**src/ask_link_pkg.sv**
```systemverilog
`default_nettype none

package ask_link_pkg;

    typedef logic signed [17:0] sample_t;
    typedef logic [1:0] sym_t;
    typedef logic signed [39:0] acc_t;
    typedef logic [3:0] phase_t;
    typedef logic [15:0] lfsr_t;

    localparam sample_t SYM_UNIT = 18'sd4096;
    localparam int BLOCK_LOG = 6;
    localparam lfsr_t LFSR_SEED = 16'hACE1;

    // Ideal 4-ASK levels
    localparam sample_t LVL_N3 = sample_t'(-3 * SYM_UNIT);
    localparam sample_t LVL_N1 = sample_t'(-SYM_UNIT);
    localparam sample_t LVL_P1 = SYM_UNIT;
    localparam sample_t LVL_P3 = sample_t'(3 * SYM_UNIT);

    typedef struct packed {
        sample_t ref_level;
        sample_t dc_err;
        acc_t    mse;
    } meas_t;

    // Gray map, 00 -> -3a, 01 -> -a, 11 -> +a, 10 -> +3a
    function automatic sample_t gray_level(input sym_t sym);
        sample_t lvl;
        case (sym)
            2'b00:   lvl = LVL_N3;
            2'b01:   lvl = LVL_N1;
            2'b11:   lvl = LVL_P1;
            default: lvl = LVL_P3;
        endcase
        return lvl;
    endfunction

endpackage

`default_nettype wire

```
**src/clk_en_gen.sv**
```systemverilog
`timescale 1ns/1ps
`default_nettype none

module clk_en_gen (
    input  wire  clk,
    input  wire  rst_n,
    output logic sam_en,
    output logic sym_en
);

    ask_link_pkg::phase_t phase;

    // Free-running phase within one symbol period
    always_ff @(posedge clk) begin
        if (!rst_n) begin
            phase <= '0;
        end else begin
            phase <= phase + 1'b1;
        end
    end

    // Four samples per symbol, both enables on the last phase
    always_comb begin
        sam_en = (phase[1:0] == 2'd3);
        sym_en = (phase == 4'd15);
    end

endmodule

`default_nettype wire

```
**src/lfsr_sym_gen.sv**
```systemverilog
`timescale 1ns/1ps
`default_nettype none

module lfsr_sym_gen (
    input  wire                       clk,
    input  wire                       rst_n,
    input  wire                       sym_en,
    output ask_link_pkg::sym_t        tx_sym,
    output logic                      tx_strobe
);

    ask_link_pkg::lfsr_t lfsr;
    ask_link_pkg::lfsr_t step1;
    logic                fb1;
    logic                fb2;

    // Fibonacci taps 16, 14, 13, 11
    assign fb1 = lfsr[15] ^ lfsr[13] ^ lfsr[12] ^ lfsr[10];
    assign step1 = {lfsr[14:0], fb1};
    assign fb2 = step1[15] ^ step1[13] ^ step1[12] ^ step1[10];

    // Two shifts per symbol, first new bit lands in the MSB
    always_ff @(posedge clk) begin
        if (!rst_n) begin
            lfsr <= ask_link_pkg::LFSR_SEED;
            tx_sym <= '0;
            tx_strobe <= 1'b0;
        end else begin
            tx_strobe <= sym_en;
            if (sym_en) begin
                lfsr <= {step1[14:0], fb2};
                tx_sym <= {fb1, fb2};
            end
        end
    end

endmodule

`default_nettype wire

```
**src/ask_modulator.sv**
```systemverilog
`timescale 1ns/1ps
`default_nettype none

module ask_modulator (
    input  wire                       clk,
    input  wire                       rst_n,
    input  wire                       sam_en,
    input  wire                       sym_en,
    input  wire ask_link_pkg::sym_t   tx_sym,
    output ask_link_pkg::sample_t     tx_sample
);

    ask_link_pkg::sample_t lvl_q;
    logic                  sym_vld;

    // Symbol-rate mapping stage; tx_sym carries no symbol before the first sym_en
    always_ff @(posedge clk) begin
        if (!rst_n) begin
            lvl_q <= '0;
            sym_vld <= 1'b0;
        end else if (sym_en) begin
            lvl_q <= sym_vld ? ask_link_pkg::gray_level(tx_sym) : '0;
            sym_vld <= 1'b1;
        end
    end

    // Upsample by 4, three zero samples follow each level
    always_ff @(posedge clk) begin
        if (!rst_n) begin
            tx_sample <= '0;
        end else if (sam_en) begin
            if (sym_en) begin
                tx_sample <= lvl_q;
            end else begin
                tx_sample <= '0;
            end
        end
    end

endmodule

`default_nettype wire

```
**src/chan_model.sv**
```systemverilog
`timescale 1ns/1ps
`default_nettype none

module chan_model #(
    parameter int                    CHAN_SHIFT  = 1,
    parameter ask_link_pkg::sample_t CHAN_OFFSET = 18'sd200
) (
    input  wire                          clk,
    input  wire                          rst_n,
    input  wire                          sam_en,
    input  wire ask_link_pkg::sample_t   tx_sample,
    output ask_link_pkg::sample_t        rx_sample
);

    ask_link_pkg::sample_t scaled;

    // Channel gain as an arithmetic right shift
    assign scaled = tx_sample >>> CHAN_SHIFT;

    always_ff @(posedge clk) begin
        if (!rst_n) begin
            rx_sample <= '0;
        end else if (sam_en) begin
            // DC offset added after the gain
            rx_sample <= scaled + CHAN_OFFSET;
        end
    end

endmodule

`default_nettype wire

```
**src/sym_sampler.sv**
```systemverilog
`timescale 1ns/1ps
`default_nettype none

module sym_sampler (
    input  wire                          clk,
    input  wire                          rst_n,
    input  wire                          sam_en,
    input  wire                          sym_en,
    input  wire ask_link_pkg::sample_t   rx_sample,
    output ask_link_pkg::sample_t        dec_var,
    output logic                         dec_strobe
);

    // Tracks the symbol slot through modulator and channel registers
    logic [1:0] slot;

    always_ff @(posedge clk) begin
        if (!rst_n) begin
            slot <= '0;
            dec_var <= '0;
            dec_strobe <= 1'b0;
        end else begin
            dec_strobe <= 1'b0;
            if (sam_en) begin
                slot <= {slot[0], sym_en};
                if (slot[1]) begin
                    dec_var <= rx_sample;
                    dec_strobe <= 1'b1;
                end
            end
        end
    end

endmodule

`default_nettype wire

```
**src/ref_level_gen.sv**
```systemverilog
`timescale 1ns/1ps
`default_nettype none

module ref_level_gen #(
    parameter ask_link_pkg::sample_t REF_INIT = 18'sd4096
) (
    input  wire                          clk,
    input  wire                          rst_n,
    input  wire                          dec_strobe,
    input  wire ask_link_pkg::sample_t   dec_var,
    output ask_link_pkg::sample_t        ref_level
);

    ask_link_pkg::acc_t                 mag_sum;
    ask_link_pkg::acc_t                 sum_next;
    ask_link_pkg::sample_t              mag;
    logic [ask_link_pkg::BLOCK_LOG-1:0] dec_cnt;

    always_comb begin
        mag = dec_var[17] ? -dec_var : dec_var;
        sum_next = mag_sum + ask_link_pkg::acc_t'(mag);
    end

    // Mean magnitude over one block becomes the new threshold
    always_ff @(posedge clk) begin
        if (!rst_n) begin
            mag_sum <= '0;
            dec_cnt <= '0;
            ref_level <= REF_INIT;
        end else if (dec_strobe) begin
            dec_cnt <= dec_cnt + 1'b1;
            if (&dec_cnt) begin
                ref_level <= ask_link_pkg::sample_t'(sum_next >>> ask_link_pkg::BLOCK_LOG);
                mag_sum <= '0;
            end else begin
                mag_sum <= sum_next;
            end
        end
    end

endmodule

`default_nettype wire

```
**src/ask_slicer.sv**
```systemverilog
`timescale 1ns/1ps
`default_nettype none

module ask_slicer #(
    parameter int CHAN_SHIFT = 1
) (
    input  wire                          clk,
    input  wire                          rst_n,
    input  wire                          dec_strobe,
    input  wire ask_link_pkg::sample_t   dec_var,
    input  wire ask_link_pkg::sample_t   ref_level,
    output ask_link_pkg::sym_t           rx_sym,
    output ask_link_pkg::sample_t        recon,
    output logic                         rx_strobe
);

    ask_link_pkg::sample_t neg_ref;
    ask_link_pkg::sym_t    dec_sym;

    always_comb begin
        neg_ref = -ref_level;
        if (dec_var >= ref_level) begin
            dec_sym = 2'b10;
        end else if (dec_var >= 0) begin
            dec_sym = 2'b11;
        end else if (dec_var > neg_ref) begin
            dec_sym = 2'b01;
        end else begin
            dec_sym = 2'b00;
        end
    end

    always_ff @(posedge clk) begin
        if (!rst_n) begin
            rx_sym <= '0;
            recon <= '0;
            rx_strobe <= 1'b0;
        end else begin
            rx_strobe <= dec_strobe;
            if (dec_strobe) begin
                rx_sym <= dec_sym;
                // Ideal level at the channel gain, offset left out
                recon <= ask_link_pkg::gray_level(dec_sym) >>> CHAN_SHIFT;
            end
        end
    end

endmodule

`default_nettype wire

```
**src/err_meter.sv**
```systemverilog
`timescale 1ns/1ps
`default_nettype none

module err_meter (
    input  wire                          clk,
    input  wire                          rst_n,
    input  wire                          rx_strobe,
    input  wire ask_link_pkg::sample_t   dec_var,
    input  wire ask_link_pkg::sample_t   recon,
    input  wire ask_link_pkg::sample_t   ref_level,
    output ask_link_pkg::meas_t          meas,
    output logic                         meas_valid
);

    ask_link_pkg::sample_t              err_q;
    logic                               acc_en;
    ask_link_pkg::acc_t                 dc_sum;
    ask_link_pkg::acc_t                 sq_sum;
    ask_link_pkg::acc_t                 dc_next;
    ask_link_pkg::acc_t                 sq_next;
    logic [ask_link_pkg::BLOCK_LOG-1:0] dec_cnt;

    always_comb begin
        dc_next = dc_sum + ask_link_pkg::acc_t'(err_q);
        sq_next = sq_sum + ask_link_pkg::acc_t'(err_q) * ask_link_pkg::acc_t'(err_q);
    end

    always_ff @(posedge clk) begin
        if (!rst_n) begin
            err_q <= '0;
            acc_en <= 1'b0;
            dc_sum <= '0;
            sq_sum <= '0;
            dec_cnt <= '0;
            meas <= '0;
            meas_valid <= 1'b0;
        end else begin
            // Error of the decision just made
            acc_en <= rx_strobe;
            if (rx_strobe) begin
                err_q <= dec_var - recon;
            end
            meas_valid <= 1'b0;
            if (acc_en) begin
                dec_cnt <= dec_cnt + 1'b1;
                if (&dec_cnt) begin
                    meas.ref_level <= ref_level;
                    meas.dc_err <= ask_link_pkg::sample_t'(dc_next >>> ask_link_pkg::BLOCK_LOG);
                    meas.mse <= sq_next >>> ask_link_pkg::BLOCK_LOG;
                    meas_valid <= 1'b1;
                    dc_sum <= '0;
                    sq_sum <= '0;
                end else begin
                    dc_sum <= dc_next;
                    sq_sum <= sq_next;
                end
            end
        end
    end

endmodule

`default_nettype wire

```
**src/ask_link_top.sv**
```systemverilog
`timescale 1ns/1ps
`default_nettype none

module ask_link_top #(
    parameter int                    CHAN_SHIFT  = 1,
    parameter ask_link_pkg::sample_t CHAN_OFFSET = 18'sd200,
    parameter ask_link_pkg::sample_t REF_INIT    =
        ask_link_pkg::sample_t'((2 * ask_link_pkg::SYM_UNIT) >>> CHAN_SHIFT)
) (
    input  wire                    clk,
    input  wire                    rst_n,
    output ask_link_pkg::sym_t     tx_sym,
    output logic                   tx_strobe,
    output ask_link_pkg::sym_t     rx_sym,
    output logic                   rx_strobe,
    output ask_link_pkg::meas_t    meas,
    output logic                   meas_valid
);

    logic                  sam_en;
    logic                  sym_en;
    ask_link_pkg::sample_t tx_sample;
    ask_link_pkg::sample_t rx_sample;
    ask_link_pkg::sample_t dec_var;
    logic                  dec_strobe;
    ask_link_pkg::sample_t ref_level;
    ask_link_pkg::sample_t recon;

    clk_en_gen clk_en_i (
        .clk    (clk),
        .rst_n  (rst_n),
        .sam_en (sam_en),
        .sym_en (sym_en)
    );

    // Transmit side
    lfsr_sym_gen lfsr_i (
        .clk       (clk),
        .rst_n     (rst_n),
        .sym_en    (sym_en),
        .tx_sym    (tx_sym),
        .tx_strobe (tx_strobe)
    );

    ask_modulator mod_i (
        .clk       (clk),
        .rst_n     (rst_n),
        .sam_en    (sam_en),
        .sym_en    (sym_en),
        .tx_sym    (tx_sym),
        .tx_sample (tx_sample)
    );

    chan_model #(
        .CHAN_SHIFT  (CHAN_SHIFT),
        .CHAN_OFFSET (CHAN_OFFSET)
    ) chan_i (
        .clk       (clk),
        .rst_n     (rst_n),
        .sam_en    (sam_en),
        .tx_sample (tx_sample),
        .rx_sample (rx_sample)
    );

    // Receive side
    sym_sampler sampler_i (
        .clk        (clk),
        .rst_n      (rst_n),
        .sam_en     (sam_en),
        .sym_en     (sym_en),
        .rx_sample  (rx_sample),
        .dec_var    (dec_var),
        .dec_strobe (dec_strobe)
    );

    ref_level_gen #(
        .REF_INIT (REF_INIT)
    ) ref_i (
        .clk        (clk),
        .rst_n      (rst_n),
        .dec_strobe (dec_strobe),
        .dec_var    (dec_var),
        .ref_level  (ref_level)
    );

    ask_slicer #(
        .CHAN_SHIFT (CHAN_SHIFT)
    ) slicer_i (
        .clk        (clk),
        .rst_n      (rst_n),
        .dec_strobe (dec_strobe),
        .dec_var    (dec_var),
        .ref_level  (ref_level),
        .rx_sym     (rx_sym),
        .recon      (recon),
        .rx_strobe  (rx_strobe)
    );

    err_meter meter_i (
        .clk        (clk),
        .rst_n      (rst_n),
        .rx_strobe  (rx_strobe),
        .dec_var    (dec_var),
        .recon      (recon),
        .ref_level  (ref_level),
        .meas       (meas),
        .meas_valid (meas_valid)
    );

endmodule

`default_nettype wire

```
**config.mk**
```make
export PLATFORM = sky130hd
export DESIGN_NAME = ask_link_top
export DESIGN_NICKNAME = d
export VERILOG_FILES = /design/src/ask_link_pkg.sv /design/src/clk_en_gen.sv /design/src/lfsr_sym_gen.sv /design/src/ask_modulator.sv /design/src/chan_model.sv /design/src/sym_sampler.sv /design/src/ref_level_gen.sv /design/src/ask_slicer.sv /design/src/err_meter.sv /design/src/ask_link_top.sv
export SDC_FILE = /design/constraint.sdc
export NUM_CORES = 1
export LEC_CHECK = 0
export BUFFER_PORTS_ARGS = -buffer_cell sky130_fd_sc_hd__buf_2
export CORE_MARGIN = 10
export CORE_UTILIZATION = 45
export CTS_BUF_LIST = sky130_fd_sc_hd__clkbuf_16
export DETAILED_ROUTE_END_ITERATION = 10
export HOLD_SLACK_MARGIN = 0.08
export SLEW_MARGIN = 10
export SYNTH_ARGS = -nofsm -noshare
export SYNTH_HDL_FRONTEND = slang
export SYNTH_HIERARCHICAL = 1
export SYNTH_SLANG_ARGS = --single-unit
```
**constraint.sdc**
```tcl
create_clock -name clk -period 18.55 [get_ports clk]
set_input_delay 1.855 -clock clk [delete_from_list [all_inputs] [get_ports clk]]
set_output_delay 1.855 -clock clk [all_outputs]
set_load 0.005 [all_outputs]
```
# Yosys cells after proc, flatten, opt, wreduce, memory -nomap -nowiden
# Cells that the tools add are included.
# totals
regBits	359
latchBits	0
ram_bits	0
rom_bits	0
inputBits	2
output_inout_bits	83
wordCells	74
n_memories	0
# classes
add_sub_neg	10
n_mul	1
n_div	0
magnitude_cmp	3
eq_ne	6
shift	0
mux	13
bitwise	6
reduce_logical	9
# ops
cell	count
40-bit 2-to-1 mux	3
18-bit case mux with 3 select lines	2
40-bit by 18-bit adder with 40-bit output	2
18-bit 2-to-1 mux	3
40-bit by 36-bit adder with 40-bit output	1
18-bit by 18-bit multiplier with 36-bit output	1
18-bit negation	2
17-bit by 9-bit adder with 18-bit output (second input constant)	1
18-bit by 1-bit greater-or-equal comparator with 1-bit output (second input constant)	1
18-bit greater-or-equal comparator	1
18-bit greater-than comparator	1
18-bit by 17-bit subtractor with 18-bit output	1
7-bit AND reduction	2
6-bit by 1-bit adder with 6-bit output (second input constant)	2
6-bit AND reduction	2
2-bit equality test (second input constant)	3
2-bit AND reduction	3
1-bit bitwise XOR	6
4-bit by 1-bit adder with 4-bit output (second input constant)	1
2-bit by 1-bit equality test with 1-bit output (second input constant)	2
4-bit equality test (second input constant)	1
2-bit zero test	2
2-bit 2-to-1 mux	2
1-bit 2-to-1 mux	3

# Longest topological paths before layout
# logic_depth
depth_word	7
ltp_mapped	27

# By module
# Netlist, hierarchy kept.
# by_module_without_submodules
module	n_inst	cells_per_inst	area_each_um2	seq_area_each_um2
err_meter	1	2234	20128.1	3203.1
ref_level_gen	1	432	3490.8	960.9
ask_slicer	1	184	1473.9	120.1
chan_model	1	96	857.1	360.3
sym_sampler	1	91	850.8	420.4
lfsr_sym_gen	1	63	683.2	360.3
ask_modulator	1	48	447.9	140.1
clk_en_gen	1	14	152.6	80.1

# Least setup slack after synthesis
# Ideal clock, no wire load.
# synth_path
kind	flip-flop to flip-flop
start	reg meter_i.err_q[17]
end	reg, netlist name meter_i/meas[33]
setup_ps	122
arrival_ps	6759
required_ps	18428
setup_slack_ps	11668
stages_incl_launch_ff	26
period_less_slack_ps	6882
path_cell_list	dfxtp_1 > clkbuf_1 > and2_1 > inv_1 > fa_1 > fa_1 > inv_1 > fa_1 > inv_1 > fa_1 > inv_1 > fa_1 > inv_1 > fa_1 > inv_1 > ha_1 > ha_1 > a21o_1 > a21o_1 > a21o_1 > a21oi_1 > o21ai_0 > a31oi_4 > mux2i_1 > nor4b_2 > o21ai_1
# synth_between
elab_chain_len	2
# synth_lines
item	line	source
start: declaration	err_meter.sv:15	ask_link_pkg::sample_t err_q;
start signal: assignment	err_meter.sv:41	err_q <= dec_var - recon;
18-bit by 18-bit multiplier with 36-bit output	err_meter.sv:25	sq_next = sq_sum + ask_link_pkg::acc_t'(err_q) * ask_link_pkg::acc_t'(err_q);
40-bit by 36-bit adder with 40-bit output	err_meter.sv:25	
# No other way between the ends.
# A chain may end at the register's enable or synchronous reset.

# Worst setup path in the final report
# layout_path
start	reg meter_i.err_q[17]
end	reg meter_i.sq_sum[39]
# layout_between
elab_chain_len	3
# layout_lines
item	line	source
18-bit by 18-bit multiplier with 36-bit output	err_meter.sv:25	
40-bit by 36-bit adder with 40-bit output	err_meter.sv:25	
40-bit 2-to-1 mux	err_meter.sv:46	if (&dec_cnt) begin
end signal: assignment	err_meter.sv:55	sq_sum <= sq_next;
end: declaration	err_meter.sv:18	ask_link_pkg::acc_t sq_sum;
# No other way between the ends.

==> metrics.md <==
| Metric | Value |
|---|---|
| Outcome | `finished, final reports clean` |
| CTS buffer count | `38` |
| Most frequent CP cell | `fa_1` |
| Clock power frac | `53.0%` |
| CP Class | `register to register` |
| Lkg Pwr | `14.5 nW` |
| I/O Pins | `85` |
| Pin count of the biggest net entering global routing | `79` |
| Peak VDD IR | `65.2 uV` |
| Layout area overhead | `7.87%` |
| FF-to-FF End | `meter_i/sq_sum[39]` |
| Syn avg cell area | `8.88 um2` |
| Sw power | `0.336 mW` |
| Clk root buf | `clkbuf_16` |
| Required @ worst endpoint | `18970 ps` |
| Die footprint | `72800 um2` |
| Nets | `3770` |
| Design Power | `1.36 mW` |
| Worst EP arrival | `8670 ps` |
| Final ANT Viol Nets | `0` |
| Core area | `61700 um2` |
| Vias | `21200` |
| CP Cell Sequence | `inv_1 -> nor2_1 -> inv_1 -> fa_1 -> fa_1 -> inv_1 -> fa_1 -> fa_1 -> fa_1 -> fa_1 -> ha_1 -> ha_1 -> a211oi_1 -> nand2b_1 -> o2111ai_4 -> o21ai_2 -> a31oi_4 -> mux2i_1 -> nor4b_2 -> o21ai_1` |
| Starting density of the core | `45.5%` |
| RSZ-0062 raised after global routing | `no` |
| Post-Synthesis Cells | `3161` |
| Total GRT Usage | `19.8%` |
| Final Util | `49.1%` |
| Pwr dens | `45.0 nW/um2` |
| Tightest Pin Transition | `1150 ps` |
| Reg-to-reg slack, setup | `10310 ps` |
| Final Max Tran Viols | `0` |
| Worst Hold End | `meter_i/meas[15]` |
| Final WL | `71900 um` |
| Max Fclk | `0.121 GHz` |
| Max-cap viol count | `0` |
| Slowest CP cell | `dfxtp_1` |
| GR Util met2 | `33.4%` |
| Worst-path clk slew | `60 ps` |
| Final Hold Vio Count | `0` |
| Final setup fails | `0` |
| Logic gate share of total power | `2.2%` |
| M1 GR Usage | `25.8%` |
| Sequential share of power | `44.8%` |
| Cells after DPL | `3976` |
| Max incr delay on CP | `1080 ps` |
| Hpwl dp | `55100 um` |
| Count of warnings emitted by yosys | `6` |
| Hold WC Path Type | `register to register` |
| Row Count | `91` |
| Post-CTS Resized | `0` |
| Layout cells sized above 1 | `7.26%` |
| Clock Path Buffers | `3` |
| Most frequent cells in the layout | `562 x inv_1, 354 x fa_1, 306 x nand2_1` |
| Met3 Resource Use GR | `2.88%` |
| Hold Startpoint | `meter_i/meas[15]` |
| Path depth of the worst reg2reg path | `20` |
| Non-filler cells, final | `4046` |
| Critical R2R Launch | `meter_i/err_q[17]` |
| Hold_buf cts | `0` |
| Relative slew slack | `23.2%` |
| Vias in the first global route | `22200` |
| Placer Congestion | `0.897` |
| First-pass GRT wire length | `118000 um` |
| Die W | `270 um` |
| Htree depth | `2` |
| Initial antenna violation count | `1` |
| Worst skew pair latency | `570 ps` |
| Cells on Worst Hold Path | `2` |
| Max Clock Skew | `24.8 ps` |
| Setup TNS | `0 ps` |
| CTS tree | `done` |
| GRT Residual Overflow | `0` |
| Mean routed wirelength per cell | `17.8 um` |
| Internal power | `1.03 mW` |
| GRT Max-Usage Layer | `met2` |
| 1st-pass router iterations | `5` |
| Crit start category | `register` |
| Port bufs | `84` |
| Final worst-path cycle share | `44.4%` |
| Critical Path Sink Type | `register` |
| Crit Path Max Fanout | `32` |
| Hold_ws | `451 ps` |
| Setup Buffers After CTS | `0` |
| Filler Cell Count | `5993` |
| Sw frac | `24.7%` |
| Drt drc | `0` |
| DR iter-0 viols | `1236` |
| Cell Area, Synth | `28100 um2` |
| Family with the most delay on the worst path | `adder cells` |
| Drt via density | `5.25` |
| Most common cell after layout, fill and taps aside | `inv_1` |
| Buf/Inv on CP | `3` |
| Final Critical Period | `8240 ps` |
| Sink Count | `282` |
| Die Ht | `270 um` |
## routing by layer
layer | vias up | routed length [um]
met4 | 2 | 2090
met5 | - | 13
met3 | 106 | 3100
met2 | 401 | 33800
li1 | 10200 | -
met1 | 10500 | 32800
## stage by stage
stage,setup slack (ps),instance area (um2)
6_report,10310,30300
5_1_grt,9740,30300
4_1_cts,10230,30300
3_5_place_dp,10250,29100
3_3_place_gp,10470,29100
2_1_floorplan,11670,28200
## worst reg2reg max path, cell delays in order, from the launching register on
cell       delay [ps]
dfxtp_1          1080
inv_1             530
nor2_1            290
inv_1              90
fa_1              420
fa_1              470
inv_1             760
fa_1              600
fa_1              530
fa_1              440
fa_1              480
ha_1              310
ha_1              380
a211oi_1          370
nand2b_1          180
o2111ai_4         270
o21ai_2           120
a31oi_4           230
mux2i_1           120
nor4b_2           320
o21ai_1            90
## sequential cells by signal (all words and copies together) (netlist names), 2 cells and up
name               flops
sampler_i/slot         2
slicer_i/rx_sym        2
meter_i/meas          70
lfsr_i/lfsr           16
mod_i/tx_sample        3
sampler_i/dec_var     18
meter_i/dc_sum        24
ref_i/mag_sum         24
clk_en_i/phase         4
meter_i/err_q         18
ref_i/dec_cnt          6
meter_i/dec_cnt        6
slicer_i/recon         3
chan_i/rx_sample      18
mod_i/lvl_q            3
meter_i/sq_sum        40
ref_i/ref_level       18
## cell type report
cell class	count	area (um2)	share of cell area [%]
flip-flops and latches	282	5650	18.6
well taps	837	1050	3.46
diodes	1	2.50	0.00826
multi-input cells	2186	19700	64.9
inverters	564	2120	7.00
repair buffers	107	596	1.97
clock buffers	38	951	3.14
clock inverters	31	263	0.868
## power groups by stage
stage	combinational, mW	sequential [mW]	clock (mW)
floorplan	0.0267	0.623	0
global placement	0.0292	0.623	0
detailed placement	0.0295	0.624	0
CTS	0.0296	0.610	0.747
global route	0.0341	0.610	0.768
finish	0.0300	0.610	0.721
## worst max path at each step
stage	from	end	cells past startpoint
floorplan	meter_i/err_q[17]	meter_i/meas[33]	25
global placement	meter_i/err_q[17]	meter_i/sq_sum[39]	24
detailed placement	meter_i/err_q[17]	meter_i/sq_sum[39]	20
CTS	meter_i/err_q[17]	meter_i/sq_sum[39]	20
global route	meter_i/err_q[17]	meter_i/sq_sum[39]	20
finish	meter_i/err_q[17]	meter_i/sq_sum[39]	20
(Power assumes the default switching activity.)
